**src/mem_test_pkg.sv**
```systemverilog
// Memory test engine shared definitions

package mem_test_pkg;

  // ****************************************
  // bus widths and limits
  // ****************************************
  localparam int DATA_W          = 64;    // avalon data bus
  localparam int BURST_W         = 12;    // avalon burstcount width
  localparam int BURST_MAX_BEATS = 2047;  // fits the 11 bit beat index
  localparam int MAX_OUTSTANDING = 4;     // test reads in flight

  // control fsm states
  typedef enum logic [2:0] {
    ST_IDLE,
    ST_TEST_WRITE,
    ST_TEST_READ,
    ST_RD_REQ,
    ST_RD_RSP,
    ST_WR_REQ,
    ST_WR_RSP
  } test_state_t;

  // opcode field of the CTRL register
  typedef enum logic [1:0] {
    CMD_NONE,
    CMD_WRITE,
    CMD_READ,
    CMD_ADDR_TEST
  } mem_cmd_t;

  // ****************************************
  // csr byte offsets
  // ****************************************
  localparam logic [7:0] CSR_CTRL     = 8'h00;  // op in [1:0], clear in [4]
  localparam logic [7:0] CSR_ADDR     = 8'h04;
  localparam logic [7:0] CSR_WDATA_LO = 8'h08;
  localparam logic [7:0] CSR_WDATA_HI = 8'h0C;
  localparam logic [7:0] CSR_BURST    = 8'h10;
  localparam logic [7:0] CSR_RDATA_LO = 8'h14;  // read only
  localparam logic [7:0] CSR_RDATA_HI = 8'h18;  // read only
  localparam logic [7:0] CSR_STATUS   = 8'h1C;  // read only

endpackage

```
**src/mem_burst_engine.sv**
```systemverilog
// Avalon-MM burst master
`timescale 1ns/1ps

module mem_burst_engine import mem_test_pkg::*; #(
  parameter int ADDR_WIDTH = 26
) (
  input  logic                  pClk,
  input  logic                  rst,
  input  logic                  start,
  input  mem_cmd_t              op,
  input  logic                  test_mode,
  input  logic [ADDR_WIDTH-1:0] cmd_addr,
  input  logic [DATA_W-1:0]     cmd_wdata,
  input  logic [BURST_W-1:0]    cmd_burst,
  input  logic [31:0]           test_addr,
  input  logic [DATA_W-1:0]     test_wdata,
  input  logic                  window_issued,
  // avalon-mm master
  output logic [ADDR_WIDTH-1:0] avs_address,
  output logic                  avs_write,
  output logic                  avs_read,
  output logic [DATA_W-1:0]     avs_writedata,
  output logic [DATA_W/8-1:0]   avs_byteenable,
  output logic [BURST_W-1:0]    avs_burstcount,
  input  logic                  avs_waitrequest,
  input  logic [DATA_W-1:0]     avs_readdata,
  input  logic                  avs_readdatavalid,
  output logic                  req_done,
  output logic                  rsp_done,
  output logic                  issue_accept,
  output logic                  beat_valid,
  output logic [DATA_W-1:0]     beat_data
);

  localparam int BEAT_W = $clog2(BURST_MAX_BEATS + 1);  // 11 bit beat index

  logic                  active, cur_test, rd_sent, accept;
  mem_cmd_t              cur_op;
  logic [BEAT_W-1:0]     wr_beat, rd_beat;  // both count from 1
  logic [2:0]            out_cnt;           // test reads in flight, 0..4
  logic [ADDR_WIDTH-1:0] addr_q;
  logic [DATA_W-1:0]     wdata_q;
  logic [BURST_W-1:0]    burst_q;

  // ****************************************
  // request side
  // ****************************************
  // requests come from registered state so they hold under waitrequest
  assign avs_write = active & (cur_op == CMD_WRITE) & ~(cur_test & window_issued);
  assign avs_read  = active & (cur_op == CMD_READ) &
                     (cur_test ? (~window_issued & (out_cnt < MAX_OUTSTANDING)) : ~rd_sent);
  assign accept    = (avs_write | avs_read) & ~avs_waitrequest;

  assign avs_address    = cur_test ? test_addr[ADDR_WIDTH-1:0] : addr_q;
  assign avs_writedata  = cur_test ? test_wdata : {wr_beat, wdata_q[DATA_W-BEAT_W-1:0]};
  assign avs_burstcount = cur_test ? BURST_W'(1) : burst_q;  // test is single beat
  assign avs_byteenable = '1;

  assign issue_accept = accept & cur_test;
  assign req_done     = accept & ~cur_test & (avs_read | ({1'b0, wr_beat} == burst_q));
  assign rsp_done     = active & (cur_op == CMD_READ) & avs_readdatavalid &
                        (cur_test ? (window_issued & (out_cnt == 3'd1))
                                  : ({1'b0, rd_beat} == burst_q));
  assign beat_valid   = avs_readdatavalid;
  assign beat_data    = avs_readdata;

  always_ff @(posedge pClk) begin
    if (rst) begin
      active   <= 1'b0;
      cur_op   <= CMD_NONE;
      cur_test <= 1'b0;
      rd_sent  <= 1'b0;
      wr_beat  <= BEAT_W'(1);
      rd_beat  <= BEAT_W'(1);
      out_cnt  <= '0;
    end else begin
      if ((req_done & avs_write) | rsp_done)
        active <= 1'b0;  // test write pass stays up until the read start
      if (accept & avs_read)
        rd_sent <= 1'b1;
      if (accept & avs_write & ~cur_test)
        wr_beat <= wr_beat + 1'b1;
      if (avs_readdatavalid & active & ~cur_test)
        rd_beat <= rd_beat + 1'b1;
      // outstanding window for pipelined test reads
      case ({issue_accept & avs_read, avs_readdatavalid & cur_test})
        2'b10:   out_cnt <= out_cnt + 1'b1;
        2'b01:   out_cnt <= out_cnt - 1'b1;
        default: ;
      endcase
      if (start) begin
        active   <= 1'b1;
        cur_op   <= op;
        cur_test <= test_mode;
        rd_sent  <= 1'b0;
        wr_beat  <= BEAT_W'(1);
        rd_beat  <= BEAT_W'(1);
      end
    end
  end

  always_ff @(posedge pClk) begin
    if (start) begin  // snapshot so csr writes cannot disturb a burst
      addr_q  <= cmd_addr;
      wdata_q <= cmd_wdata;
      burst_q <= cmd_burst;
    end
  end

endmodule

```
**src/mem_csr_apb.sv**
```systemverilog
// APB register block
`timescale 1ns/1ps

module mem_csr_apb import mem_test_pkg::*; #(
  parameter int ADDR_WIDTH = 26
) (
  input  logic                  pClk,
  input  logic                  rst,
  // apb slave, zero wait states
  input  logic [7:0]            paddr,
  input  logic                  psel,
  input  logic                  penable,
  input  logic                  pwrite,
  input  logic [31:0]           pwdata,
  output logic [31:0]           prdata,
  output logic                  pready,
  output logic                  pslverr,
  // status from the fsm
  input  logic                  wr_done_pulse,
  input  logic                  rd_done_pulse,
  input  logic                  test_done_pulse,
  input  logic                  cmd_dropped_pulse,
  input  logic                  ready,
  input  test_state_t           state,
  input  logic                  rd_beat_valid,
  input  logic [DATA_W-1:0]     rd_beat_data,
  input  logic [7:0]            err_count,
  // command side
  output logic                  cmd_valid,
  output mem_cmd_t              cmd_op,
  output logic                  status_clear,
  output logic [ADDR_WIDTH-1:0] cmd_addr,
  output logic [DATA_W-1:0]     cmd_wdata,
  output logic [BURST_W-1:0]    cmd_burst
);

  logic              access, wr_en;
  logic              mapped, read_only;
  logic              wr_done, rd_done, test_done, cmd_dropped;  // sticky bits
  logic [DATA_W-1:0] rdata_q;                                   // last read beat
  logic [31:0]       status;

  // zero means one beat, anything above the beat index range saturates
  function automatic logic [BURST_W-1:0] burst_clamp(input logic [31:0] v);
    if (v == 32'd0)
      return BURST_W'(1);
    if (v > BURST_MAX_BEATS)
      return BURST_W'(BURST_MAX_BEATS);
    return v[BURST_W-1:0];
  endfunction

  assign access = psel & penable;  // access phase, transfer ends here
  assign wr_en  = access & pwrite;
  assign pready = 1'b1;

  // ****************************************
  // address decode
  // ****************************************
  always_comb begin
    mapped    = 1'b1;
    read_only = 1'b0;
    case (paddr)
      CSR_CTRL, CSR_ADDR, CSR_WDATA_LO, CSR_WDATA_HI, CSR_BURST: ;
      CSR_RDATA_LO, CSR_RDATA_HI, CSR_STATUS: read_only = 1'b1;
      default: mapped = 1'b0;
    endcase
  end

  assign pslverr = access & (~mapped | (pwrite & read_only));

  // CTRL write launches a command, opcode zero only clears
  assign cmd_op       = mem_cmd_t'(pwdata[1:0]);
  assign cmd_valid    = wr_en & (paddr == CSR_CTRL) & (cmd_op != CMD_NONE);
  assign status_clear = wr_en & (paddr == CSR_CTRL) & pwdata[4];

  always_ff @(posedge pClk) begin
    if (wr_en) begin
      case (paddr)
        CSR_ADDR:     cmd_addr         <= pwdata[ADDR_WIDTH-1:0];
        CSR_WDATA_LO: cmd_wdata[31:0]  <= pwdata;
        CSR_WDATA_HI: cmd_wdata[63:32] <= pwdata;
        CSR_BURST:    cmd_burst        <= burst_clamp(pwdata);
        default: ;
      endcase
    end
    if (rd_beat_valid)
      rdata_q <= rd_beat_data;  // keeps the latest beat
  end

  // ****************************************
  // sticky status
  // ****************************************
  always_ff @(posedge pClk) begin
    if (rst) begin
      wr_done     <= 1'b0;
      rd_done     <= 1'b0;
      test_done   <= 1'b0;
      cmd_dropped <= 1'b0;
    end else begin
      if (status_clear) begin
        wr_done     <= 1'b0;
        rd_done     <= 1'b0;
        test_done   <= 1'b0;
        cmd_dropped <= 1'b0;
      end
      // a new event wins over a clear in the same cycle
      if (wr_done_pulse)     wr_done     <= 1'b1;
      if (rd_done_pulse)     rd_done     <= 1'b1;
      if (test_done_pulse)   test_done   <= 1'b1;
      if (cmd_dropped_pulse) cmd_dropped <= 1'b1;
    end
  end

  // pass bit follows the live error count
  assign status = {13'd0, state, err_count, 2'b00, cmd_dropped, ready,
                   test_done & (err_count == 8'd0), test_done, rd_done, wr_done};

  always_comb begin
    case (paddr)
      CSR_ADDR:     prdata = 32'(cmd_addr);
      CSR_WDATA_LO: prdata = cmd_wdata[31:0];
      CSR_WDATA_HI: prdata = cmd_wdata[63:32];
      CSR_BURST:    prdata = 32'(cmd_burst);
      CSR_RDATA_LO: prdata = rdata_q[31:0];
      CSR_RDATA_HI: prdata = rdata_q[63:32];
      CSR_STATUS:   prdata = status;
      default:      prdata = 32'd0;  // CTRL and holes read zero
    endcase
  end

endmodule

```
**src/mem_pattern_check.sv**
```systemverilog
// Address test pattern and compare
`timescale 1ns/1ps

module mem_pattern_check import mem_test_pkg::*; #(
  parameter int TEST_ADDR_BITS = 6
) (
  input  logic              pClk,
  input  logic              rst,
  input  logic              test_mode,
  input  logic              start,
  input  logic              issue_accept,
  input  logic              beat_valid,
  input  logic [DATA_W-1:0] beat_data,
  output logic [31:0]       test_addr,
  output logic [DATA_W-1:0] test_wdata,
  output logic              window_issued,
  output logic              window_checked,
  output logic [7:0]        err_count
);

  logic [TEST_ADDR_BITS:0]   issue_cnt;   // top bit set once all issued
  logic [TEST_ADDR_BITS-1:0] chk_cnt;     // next address to compare
  logic                      in_wr_phase; // toggles on each test start
  logic [DATA_W-1:0]         chk_expect;
  logic                      mismatch;

  // inverted address on top, address below
  function automatic logic [DATA_W-1:0] pattern(input logic [31:0] a);
    return {~a, a};
  endfunction

  assign test_addr     = 32'(issue_cnt[TEST_ADDR_BITS-1:0]);
  assign test_wdata    = pattern(test_addr);
  assign window_issued = issue_cnt[TEST_ADDR_BITS];

  // ****************************************
  // return compare
  // ****************************************
  // memory returns in order, so a plain counter tracks the address
  assign chk_expect     = pattern(32'(chk_cnt));
  assign mismatch       = test_mode & beat_valid & (beat_data != chk_expect);
  assign window_checked = test_mode & beat_valid & (&chk_cnt);  // last compare

  always_ff @(posedge pClk) begin
    if (rst) begin
      issue_cnt   <= '0;
      chk_cnt     <= '0;
      err_count   <= '0;
      in_wr_phase <= 1'b0;
    end else begin
      if (issue_accept)
        issue_cnt <= issue_cnt + 1'b1;
      if (test_mode & beat_valid)
        chk_cnt <= chk_cnt + 1'b1;
      if (mismatch && err_count != 8'hFF)
        err_count <= err_count + 1'b1;  // saturates
      if (start & test_mode) begin
        issue_cnt   <= '0;  // both passes walk the window from zero
        in_wr_phase <= ~in_wr_phase;
        if (!in_wr_phase) begin  // write pass start, fresh test
          chk_cnt   <= '0;
          err_count <= '0;
        end
      end
    end
  end

endmodule

```
**src/mem_test_ctrl.sv**
```systemverilog
// Memory test control FSM
`timescale 1ns/1ps

module mem_test_ctrl import mem_test_pkg::*; (
  input  logic        pClk,
  input  logic        rst,
  input  logic        cmd_valid,
  input  mem_cmd_t    cmd_op,
  input  logic        req_done,        // last request accepted
  input  logic        rsp_done,        // last read beat back
  input  logic        window_issued,
  input  logic        window_checked,
  output logic        start,
  output mem_cmd_t    op,
  output logic        test_mode,
  output logic        ready,
  output test_state_t state,
  output logic        wr_done_pulse,
  output logic        rd_done_pulse,
  output logic        test_done_pulse,
  output logic        cmd_dropped_pulse
);

  // ****************************************
  // state register
  // ****************************************
  always_ff @(posedge pClk) begin
    if (rst) begin
      state <= ST_IDLE;
      start <= 1'b0;
      op    <= CMD_NONE;
      ready <= 1'b0;  // rises on the first cycle out of reset
    end else begin
      start <= 1'b0;  // single cycle strobe
      case (state)
        ST_IDLE: begin
          ready <= 1'b1;
          if (cmd_valid && cmd_op != CMD_NONE) begin
            start <= 1'b1;
            op    <= cmd_op;
            ready <= 1'b0;
            case (cmd_op)
              CMD_WRITE: state <= ST_WR_REQ;
              CMD_READ:  state <= ST_RD_REQ;
              default: begin
                state <= ST_TEST_WRITE;
                op    <= CMD_WRITE;  // test starts with the write pass
              end
            endcase
          end
        end

        ST_WR_REQ:
          if (req_done)
            state <= ST_WR_RSP;

        ST_WR_RSP: begin  // posted write, nothing to wait for
          state <= ST_IDLE;
          ready <= 1'b1;
        end

        ST_RD_REQ:
          if (req_done)
            state <= ST_RD_RSP;

        ST_RD_RSP:
          if (rsp_done) begin
            state <= ST_IDLE;
            ready <= 1'b1;
          end

        ST_TEST_WRITE:
          // issue count from the last test is still up while start is high
          if (window_issued && !start) begin
            state <= ST_TEST_READ;
            start <= 1'b1;
            op    <= CMD_READ;
          end

        ST_TEST_READ:
          // engine drained and checker saw the whole window
          if (rsp_done && window_checked) begin
            state <= ST_IDLE;
            ready <= 1'b1;
          end

        default: state <= ST_IDLE;
      endcase
    end
  end

  // ****************************************
  // decoded outputs
  // ****************************************
  assign test_mode         = (state == ST_TEST_WRITE) || (state == ST_TEST_READ);
  assign wr_done_pulse     = (state == ST_WR_RSP);
  assign rd_done_pulse     = (state == ST_RD_RSP) && rsp_done;
  assign test_done_pulse   = (state == ST_TEST_READ) && rsp_done && window_checked;
  assign cmd_dropped_pulse = cmd_valid && (state != ST_IDLE);  // busy, command lost

endmodule

```
**src/mem_test_top.sv**
```systemverilog
// Memory test engine top level
`timescale 1ns/1ps

module mem_test_top import mem_test_pkg::*; #(
  parameter int ADDR_WIDTH     = 26,
  parameter int TEST_ADDR_BITS = 6
) (
  input  logic                  pClk,
  input  logic                  rst,
  // apb
  input  logic [7:0]            paddr,
  input  logic                  psel,
  input  logic                  penable,
  input  logic                  pwrite,
  input  logic [31:0]           pwdata,
  output logic [31:0]           prdata,
  output logic                  pready,
  output logic                  pslverr,
  // avalon-mm
  output logic [ADDR_WIDTH-1:0] avs_address,
  output logic                  avs_write,
  output logic                  avs_read,
  output logic [DATA_W-1:0]     avs_writedata,
  output logic [DATA_W/8-1:0]   avs_byteenable,
  output logic [BURST_W-1:0]    avs_burstcount,
  input  logic                  avs_waitrequest,
  input  logic [DATA_W-1:0]     avs_readdata,
  input  logic                  avs_readdatavalid
);

  // ****************************************
  // internal nets
  // ****************************************
  logic                  cmd_valid, start, test_mode, ready;
  mem_cmd_t              cmd_op, op;
  test_state_t           state;
  logic                  wr_done_pulse, rd_done_pulse, test_done_pulse, cmd_dropped_pulse;
  logic [ADDR_WIDTH-1:0] cmd_addr;
  logic [DATA_W-1:0]     cmd_wdata, test_wdata, beat_data;
  logic [BURST_W-1:0]    cmd_burst;
  logic [31:0]           test_addr;
  logic                  req_done, rsp_done, issue_accept, beat_valid;
  logic                  window_issued, window_checked;
  logic [7:0]            err_count;

  mem_csr_apb #(.ADDR_WIDTH(ADDR_WIDTH)) mem_csr_apb_inst (
    .pClk(pClk), .rst(rst),
    .paddr(paddr), .psel(psel), .penable(penable), .pwrite(pwrite), .pwdata(pwdata),
    .prdata(prdata), .pready(pready), .pslverr(pslverr),
    .wr_done_pulse(wr_done_pulse), .rd_done_pulse(rd_done_pulse),
    .test_done_pulse(test_done_pulse), .cmd_dropped_pulse(cmd_dropped_pulse),
    .ready(ready), .state(state),
    .rd_beat_valid(beat_valid), .rd_beat_data(beat_data), .err_count(err_count),
    .cmd_valid(cmd_valid), .cmd_op(cmd_op),
    .status_clear(),  // sticky clear is handled inside the csr block
    .cmd_addr(cmd_addr), .cmd_wdata(cmd_wdata), .cmd_burst(cmd_burst)
  );

  mem_test_ctrl mem_test_ctrl_inst (
    .pClk(pClk), .rst(rst),
    .cmd_valid(cmd_valid), .cmd_op(cmd_op),
    .req_done(req_done), .rsp_done(rsp_done),
    .window_issued(window_issued), .window_checked(window_checked),
    .start(start), .op(op), .test_mode(test_mode), .ready(ready), .state(state),
    .wr_done_pulse(wr_done_pulse), .rd_done_pulse(rd_done_pulse),
    .test_done_pulse(test_done_pulse), .cmd_dropped_pulse(cmd_dropped_pulse)
  );

  mem_burst_engine #(.ADDR_WIDTH(ADDR_WIDTH)) mem_burst_engine_inst (
    .pClk(pClk), .rst(rst),
    .start(start), .op(op), .test_mode(test_mode),
    .cmd_addr(cmd_addr), .cmd_wdata(cmd_wdata), .cmd_burst(cmd_burst),
    .test_addr(test_addr), .test_wdata(test_wdata), .window_issued(window_issued),
    .avs_address(avs_address), .avs_write(avs_write), .avs_read(avs_read),
    .avs_writedata(avs_writedata), .avs_byteenable(avs_byteenable),
    .avs_burstcount(avs_burstcount), .avs_waitrequest(avs_waitrequest),
    .avs_readdata(avs_readdata), .avs_readdatavalid(avs_readdatavalid),
    .req_done(req_done), .rsp_done(rsp_done), .issue_accept(issue_accept),
    .beat_valid(beat_valid), .beat_data(beat_data)
  );

  mem_pattern_check #(.TEST_ADDR_BITS(TEST_ADDR_BITS)) mem_pattern_check_inst (
    .pClk(pClk), .rst(rst),
    .test_mode(test_mode), .start(start),
    .issue_accept(issue_accept), .beat_valid(beat_valid), .beat_data(beat_data),
    .test_addr(test_addr), .test_wdata(test_wdata),
    .window_issued(window_issued), .window_checked(window_checked),
    .err_count(err_count)
  );

endmodule

```
**config.mk**
```make
export PLATFORM = sky130hd
export DESIGN_NAME = mem_test_top
export DESIGN_NICKNAME = d
export VERILOG_FILES = /design/src/mem_test_pkg.sv /design/src/mem_burst_engine.sv /design/src/mem_csr_apb.sv /design/src/mem_pattern_check.sv /design/src/mem_test_ctrl.sv /design/src/mem_test_top.sv
export SDC_FILE = /design/constraint.sdc
export NUM_CORES = 1
export LEC_CHECK = 0
export ABC_AREA = 0
export BUFFER_PORTS_ARGS = -buffer_cell sky130_fd_sc_hd__buf_4
export CAP_MARGIN = 20
export CORE_MARGIN = 3
export CORE_UTILIZATION = 37
export DETAILED_ROUTE_END_ITERATION = 8
export GPL_ROUTABILITY_DRIVEN = 0
export HOLD_SLACK_MARGIN = 0.15
export MAX_ROUTING_LAYER = met4
export PLACE_DENSITY_LB_ADDON = 0.1
export REMOVE_ABC_BUFFERS = 1
export SLEW_MARGIN = 10
export SYNTH_ARGS = -nofsm -noshare
export SYNTH_HDL_FRONTEND = slang
export SYNTH_SLANG_ARGS = --single-unit
```
**constraint.sdc**
```tcl
create_clock -name pClk -period 10.9 [get_ports pClk]
set_input_delay 2.18 -clock pClk [delete_from_list [all_inputs] [get_ports pClk]]
set_output_delay 2.18 -clock pClk [all_outputs]
set_load 0.01 [all_outputs]
```
# --- Word level (Yosys, flattened, before mapping) ---
# Index checks and enable logic that the tools add are counted.
totals:
  regBits: 320
  input_bits: 111
  output_inout_bits: 146
  elab_cells: 201
classes:
  n_addsub: 7
  magnitude_cmp: 2
  eq_ne: 30
  mux: 52
  bitwise_logic: 46
  reduce_logical: 37
op_table:
  columns: ["cell", "count"]
  rows:
  - ["$pmux W32 S7", 1]
  - ["$mux W64", 1]
  - ["$ne A64 B64 Y1", 1]
  - ["$not A6 Y32", 2]
  - ["$mux W12", 5]
  - ["$and A1 B1 Y1", 33]
  - ["$eq A8 B5 Y1 const B", 4]
  - ["$gt A32 B11 Y1 const B", 1]
  - ["$logic_not A32 Y1", 1]
  - ["$mux W26", 1]
  - ["$eq A11 B12 Y1", 2]
  - ["$mux W8", 3]
  - ["$mux W1", 23]
  - ["$add A11 B1 Y11 const B", 2]
  - ["$mux W3", 6]
  - ["$mux W6", 3]
  - ["$pmux W3 S6", 1]
  - ["$eq A8 B4 Y1 const B", 2]
  - ["$logic_not A8 Y1", 2]
  - ["$reduce_bool A2 Y1", 8]
  - ["$ne A2 B1 Y1 const B", 6]
  - ["$pmux W3 S2", 2]
  - ["$reduce_and A6 Y1", 2]
  - ["$eq A3 B3 Y1 const B", 3]
  - ["other kinds (29)", 59]

# --- Longest topological paths before layout ---
depth:
  depth_word: 12
  mapped_depth: 9
  depth_no_buf: 8

# --- By module ---
# Synthesis repeated with hierarchy kept, for this count alone.
hier_totals:
  hier_cells: 1189
  hier_area_um2: 15432.3
by_module_without_submodules:
  columns: ["module", "instances", "cells_each", "area_per_inst_um2", "seq_area_each_um2"]
  rows:
  - ["mem_csr_apb", 1, 416, 6930.4, 5064.9]
  - ["mem_burst_engine", 1, 478, 6135.9, 3333.2]
  - ["mem_pattern_check", 1, 240, 1919.3, 440.4]
  - ["mem_test_ctrl", 1, 55, 446.7, 140.1]

# --- Least setup slack after synthesis ---
# Ideal clock, no wire load.
synth_path:
  path_kind: "in2out"
  start: "input paddr[5]"
  end: "output prdata[3]"
  arrival_time_ps: 3643
  t_required_ps: 8720
  slack_ps: 5077
  path_stages: 7
  path_buffers: 2
  cell_sequence: "nor4_2 -> nor3b_2 -> and3_1 -> clkbuf_1 -> clkbuf_1 -> a22oi_1 -> nand4_1"
synth_via:
  elab_chain_cells: 2
  word_cells_on_any_way: 8
  classes_between: "eq/ne (7); mux (1)"
synth_lines:
  columns: ["element", "line_no", "text"]
  rows:
  - ["from (decl)", "mem_test_top.sv:11", "input logic [7:0] paddr,"]
  - ["$eq A8 B5 Y1 (tied with other cells)", "mem_csr_apb.sv:119", "case (paddr)"]
  - ["$pmux W32 S7 *", "mem_csr_apb.sv:119", null]
  - ["to (decl)", "mem_test_top.sv:16", "output logic [31:0] prdata,"]
# Every way passes the cells marked *; elsewhere a longest branch is shown, timed or not.

# --- Worst setup path in the final report ---
layout_path:
  start: "input paddr[5]"
  end: "output prdata[5]"
# The elaborated chain is that of the path after synthesis.

==> flow_summary.ini <==
[detailed_routing]
avgViaCountPerCell = 5.21
antenna_left = 0
vias = 9191
drtIter0Drc = 600
first_pass_iters = 5
routed_wl_mm = 39.4
drc = 0
wl_per_cell_um = 22.3

[setup_path]
cpPeakStageDelay_ns = 0.89
startpoint_type = primary input
cp_slowest_cell = nor2_2
critPathArrivalTime_ns = 4.42
path_cells = buf_4 -> nor4_2 -> nand3_1 -> nor2_2 -> a222oi_1 -> nand3_1 -> buf_4
cp_max_fo = 16
cp.required_ns = 8.72
crit_path_end_kind = output port
crit_type = primary input to output port
reg2regPathDepth = 7

[min_path]
hold_depth = 0
hp-class = flip-flop to flip-flop

[floorplanning]
initial_core_util_pct = 38.1
fp.coreArea_um2 = 35100
die-area_um2 = 38400
dieWidth_um = 196
ioPinCount = 257
die_h_um = 196
std_cell_rows = 68

[logic_synthesis]
synthDistinctLibCells = 68
synth-seq-cells = 320
syn_area_um2 = 13400
avgSynthCellArea_um2 = 13.1
netlist_instances = 1023
ys_seq_area_share_pct = 67.2
synth-main-ff-cell = edfxtp_1
yosysWarnings = 0
yosysTopAreaCellShare_pct = 57.8
synth_area_leader_cell = edfxtp_1
synthTopCellsByArea = edfxtp_1 58%, dfxtp_1 9.4%, a22oi_1 4.3%
synth-edff-count = 257
async_flop_share_pct = 0

[timing]
drv_slew = 0
clock_skew_ns = 0.0284
fin_setup_tns_ns = 0
worst_slew_pin_slew_ns = 1.05
final-hold-violation-count = 0
min_period_ns = 6.60
relSlewSlack_pct = 30.1
holdWs_ns = 0.442
finalCritPeriodShare_pct = 60.6
setup_viol = 0
grt_setup_unrepaired = no
fmax_mhz = 151

[cells_and_area]
areaGrowthSynthToFinish_pct = 26.6
drive_gt1_share_pct = 28.5
layout_common_cells = 261 x buf_4, 257 x edfxtp_1, 76 x a22oi_1
stdcell_count = 1765
final_common_cell = buf_4
nets = 1395

[power]
seq_power_share_pct = 50.9
ir_worst_vdd_v = 0.000131
p_comb_share_pct = 2.8
powerDensity_nw_per_um2 = 156
pwr-share-clk_pct = 46.3
cellLeakagePower_uw = 0.00631
internal-power_uw = 2090
p_sw_uw = 544
switching_share_pct = 20.7

[cts]
post_cts_buffers = 0
numCtsBuffers = 37
numClockSinks = 320
clk_pin_slew_ns = 0.06
cts_resized = 0
htreeDepth = 2
cts-root-buf = clkbuf_16
cts_tree = yes
cts.path.max_buffers = 3
worst_skew_pair.late_latency_ns = 0.53
cts_hold_buffers = 0

[run]
drv_cap = 0

[global_routing]
grt_pass1_vias = 9319
grt_pass1_wl_mm = 58.4
antenna_found_initial = 7
track_usage_pct = 20.6
grt_max_degree = 74
grt-ovfl-total = 0

[placement]
dpl.hpwl_mm = 28.0
io_buffers = 247
dp_cells = 1690

[outcome]
status = complete, no violations
## power by group through the flow
| stage | logic, µW | clock network (µW) | registers (µW) |
|---|---|---|---|
| floorplan | 13.6 | 0 | 1360 |
| global placement | 74.8 | 0 | 1370 |
| detailed placement | 75.6 | 0 | 1370 |
| CTS | 75.7 | 1250 | 1340 |
| global route | 80.5 | 1300 | 1340 |
| finish | 74.7 | 1220 | 1340 |
## stage by stage
stage                     setup slack [ns]  power [µW]  util (%)  instance area (µm²)
final                                 4.30        2630      48.2                16900
after global routing                  4.14        2720      48.2                16900
after CTS                             4.27        2660      48.2                16900
after detailed placement              4.30        1440      44.8                15700
after global placement                4.30        1440      44.8                15700
after floorplan                       3.66        1380         -                13100
## cells by family after synthesis
kind of cell	Yosys count	synth area share [%]
AND/OR/NAND/NOR	368	15.5
flip-flops	320	67.2
AO/OA/AOI/OAI	160	8.36
buffers and inverters	91	2.99
XOR/XNOR	56	3.67
multiplexers	16	1.25
adder cells (fa/ha/maj)	10	0.937
other	2	0.0562
## cells in the mapped netlist, drive strengths merged (6+ instances only)
master,count
dfxtp,63
buf,13
mux2i,14
nor2,54
nand3,37
or2,29
xnor2,23
and3,9
clkbuf,44
nor4,14
nand2,60
nor3,18
nand2b,15
or3,12
inv,34
a22oi,76
nand3b,6
nor2b,59
edfxtp,257
ha,10
a222oi,8
o21ai,26
nand4,22
xor2,33
a21oi,25
or4,7
## layer usage
metal / part of all wire [%] / wire length [µm] / vias up / GRT usage (%)
li1: - / - / 4319 / -
met1: 41 / 16100 / 4453 / 26.0
met2: 50 / 19800 / 358 / 34.5
met3: 7.0 / 2760 / 61 / 3.83
met4: 1.9 / 764 / 0 / 5.23
met5: 0 / 0 / - / -
## sequential cells by signal, summed over array words and instances, names as in the netlist, 3 cells and up
name and count:
mem_csr_apb_inst.cmd_wdata 64, mem_burst_engine_inst.burst_q 12, mem_burst_engine_inst.wr_beat 11, mem_pattern_check_inst.err_count 8, mem_burst_engine_inst.rd_beat 11, mem_burst_engine_inst.out_cnt 3, mem_burst_engine_inst.addr_q 26, mem_csr_apb_inst.rdata_q 64
mem_pattern_check_inst.issue_cnt 7, mem_csr_apb_inst.cmd_burst 12, mem_burst_engine_inst.wdata_q 53, mem_pattern_check_inst.chk_cnt 6, mem_csr_apb_inst.cmd_addr 26, mem_test_ctrl_inst.state 3
## worst paths after layout
| path | start | endpoint | slack, ns |
|---|---|---|---|
| worst max-delay path | paddr[5] | prdata[5] | 4.30 |
| worst min-delay path | mem_csr_apb_inst.cmd_wdata[20]$_DFFE_PP_ | mem_burst_engine_inst.wdata_q[20]$_DFFE_PP_ | 0.44 |
| worst max register to register | mem_burst_engine_inst.cur_test$_SDFFE_PP0P_ | mem_test_ctrl_inst.state[1]$_SDFFE_PP0P_ | 8.07 |
| worst min register to register | mem_csr_apb_inst.cmd_wdata[20]$_DFFE_PP_ | mem_burst_engine_inst.wdata_q[20]$_DFFE_PP_ | 0.44 |
## worst max-delay path: cells and delay by family
| family | cells | cell delay (ns) |
|---|---|---|
| compound gates | 1 | 0.27 |
| simple gates | 4 | 1.71 |
| buf+inv | 2 | 0.26 |
## final cells by class
cell class,count,area (µm²)
Fill cell,3177,18100
Tap cell,455,569
Multi-Input combinational cell,620,4050
Antenna cell,7,17.5
Clock inverter,22,208
Inverter,34,128
Clock buffer,46,991
Timing Repair Buffer,261,1960
Sequential cell,320,8990
Power figures use the tool's default switching activity.
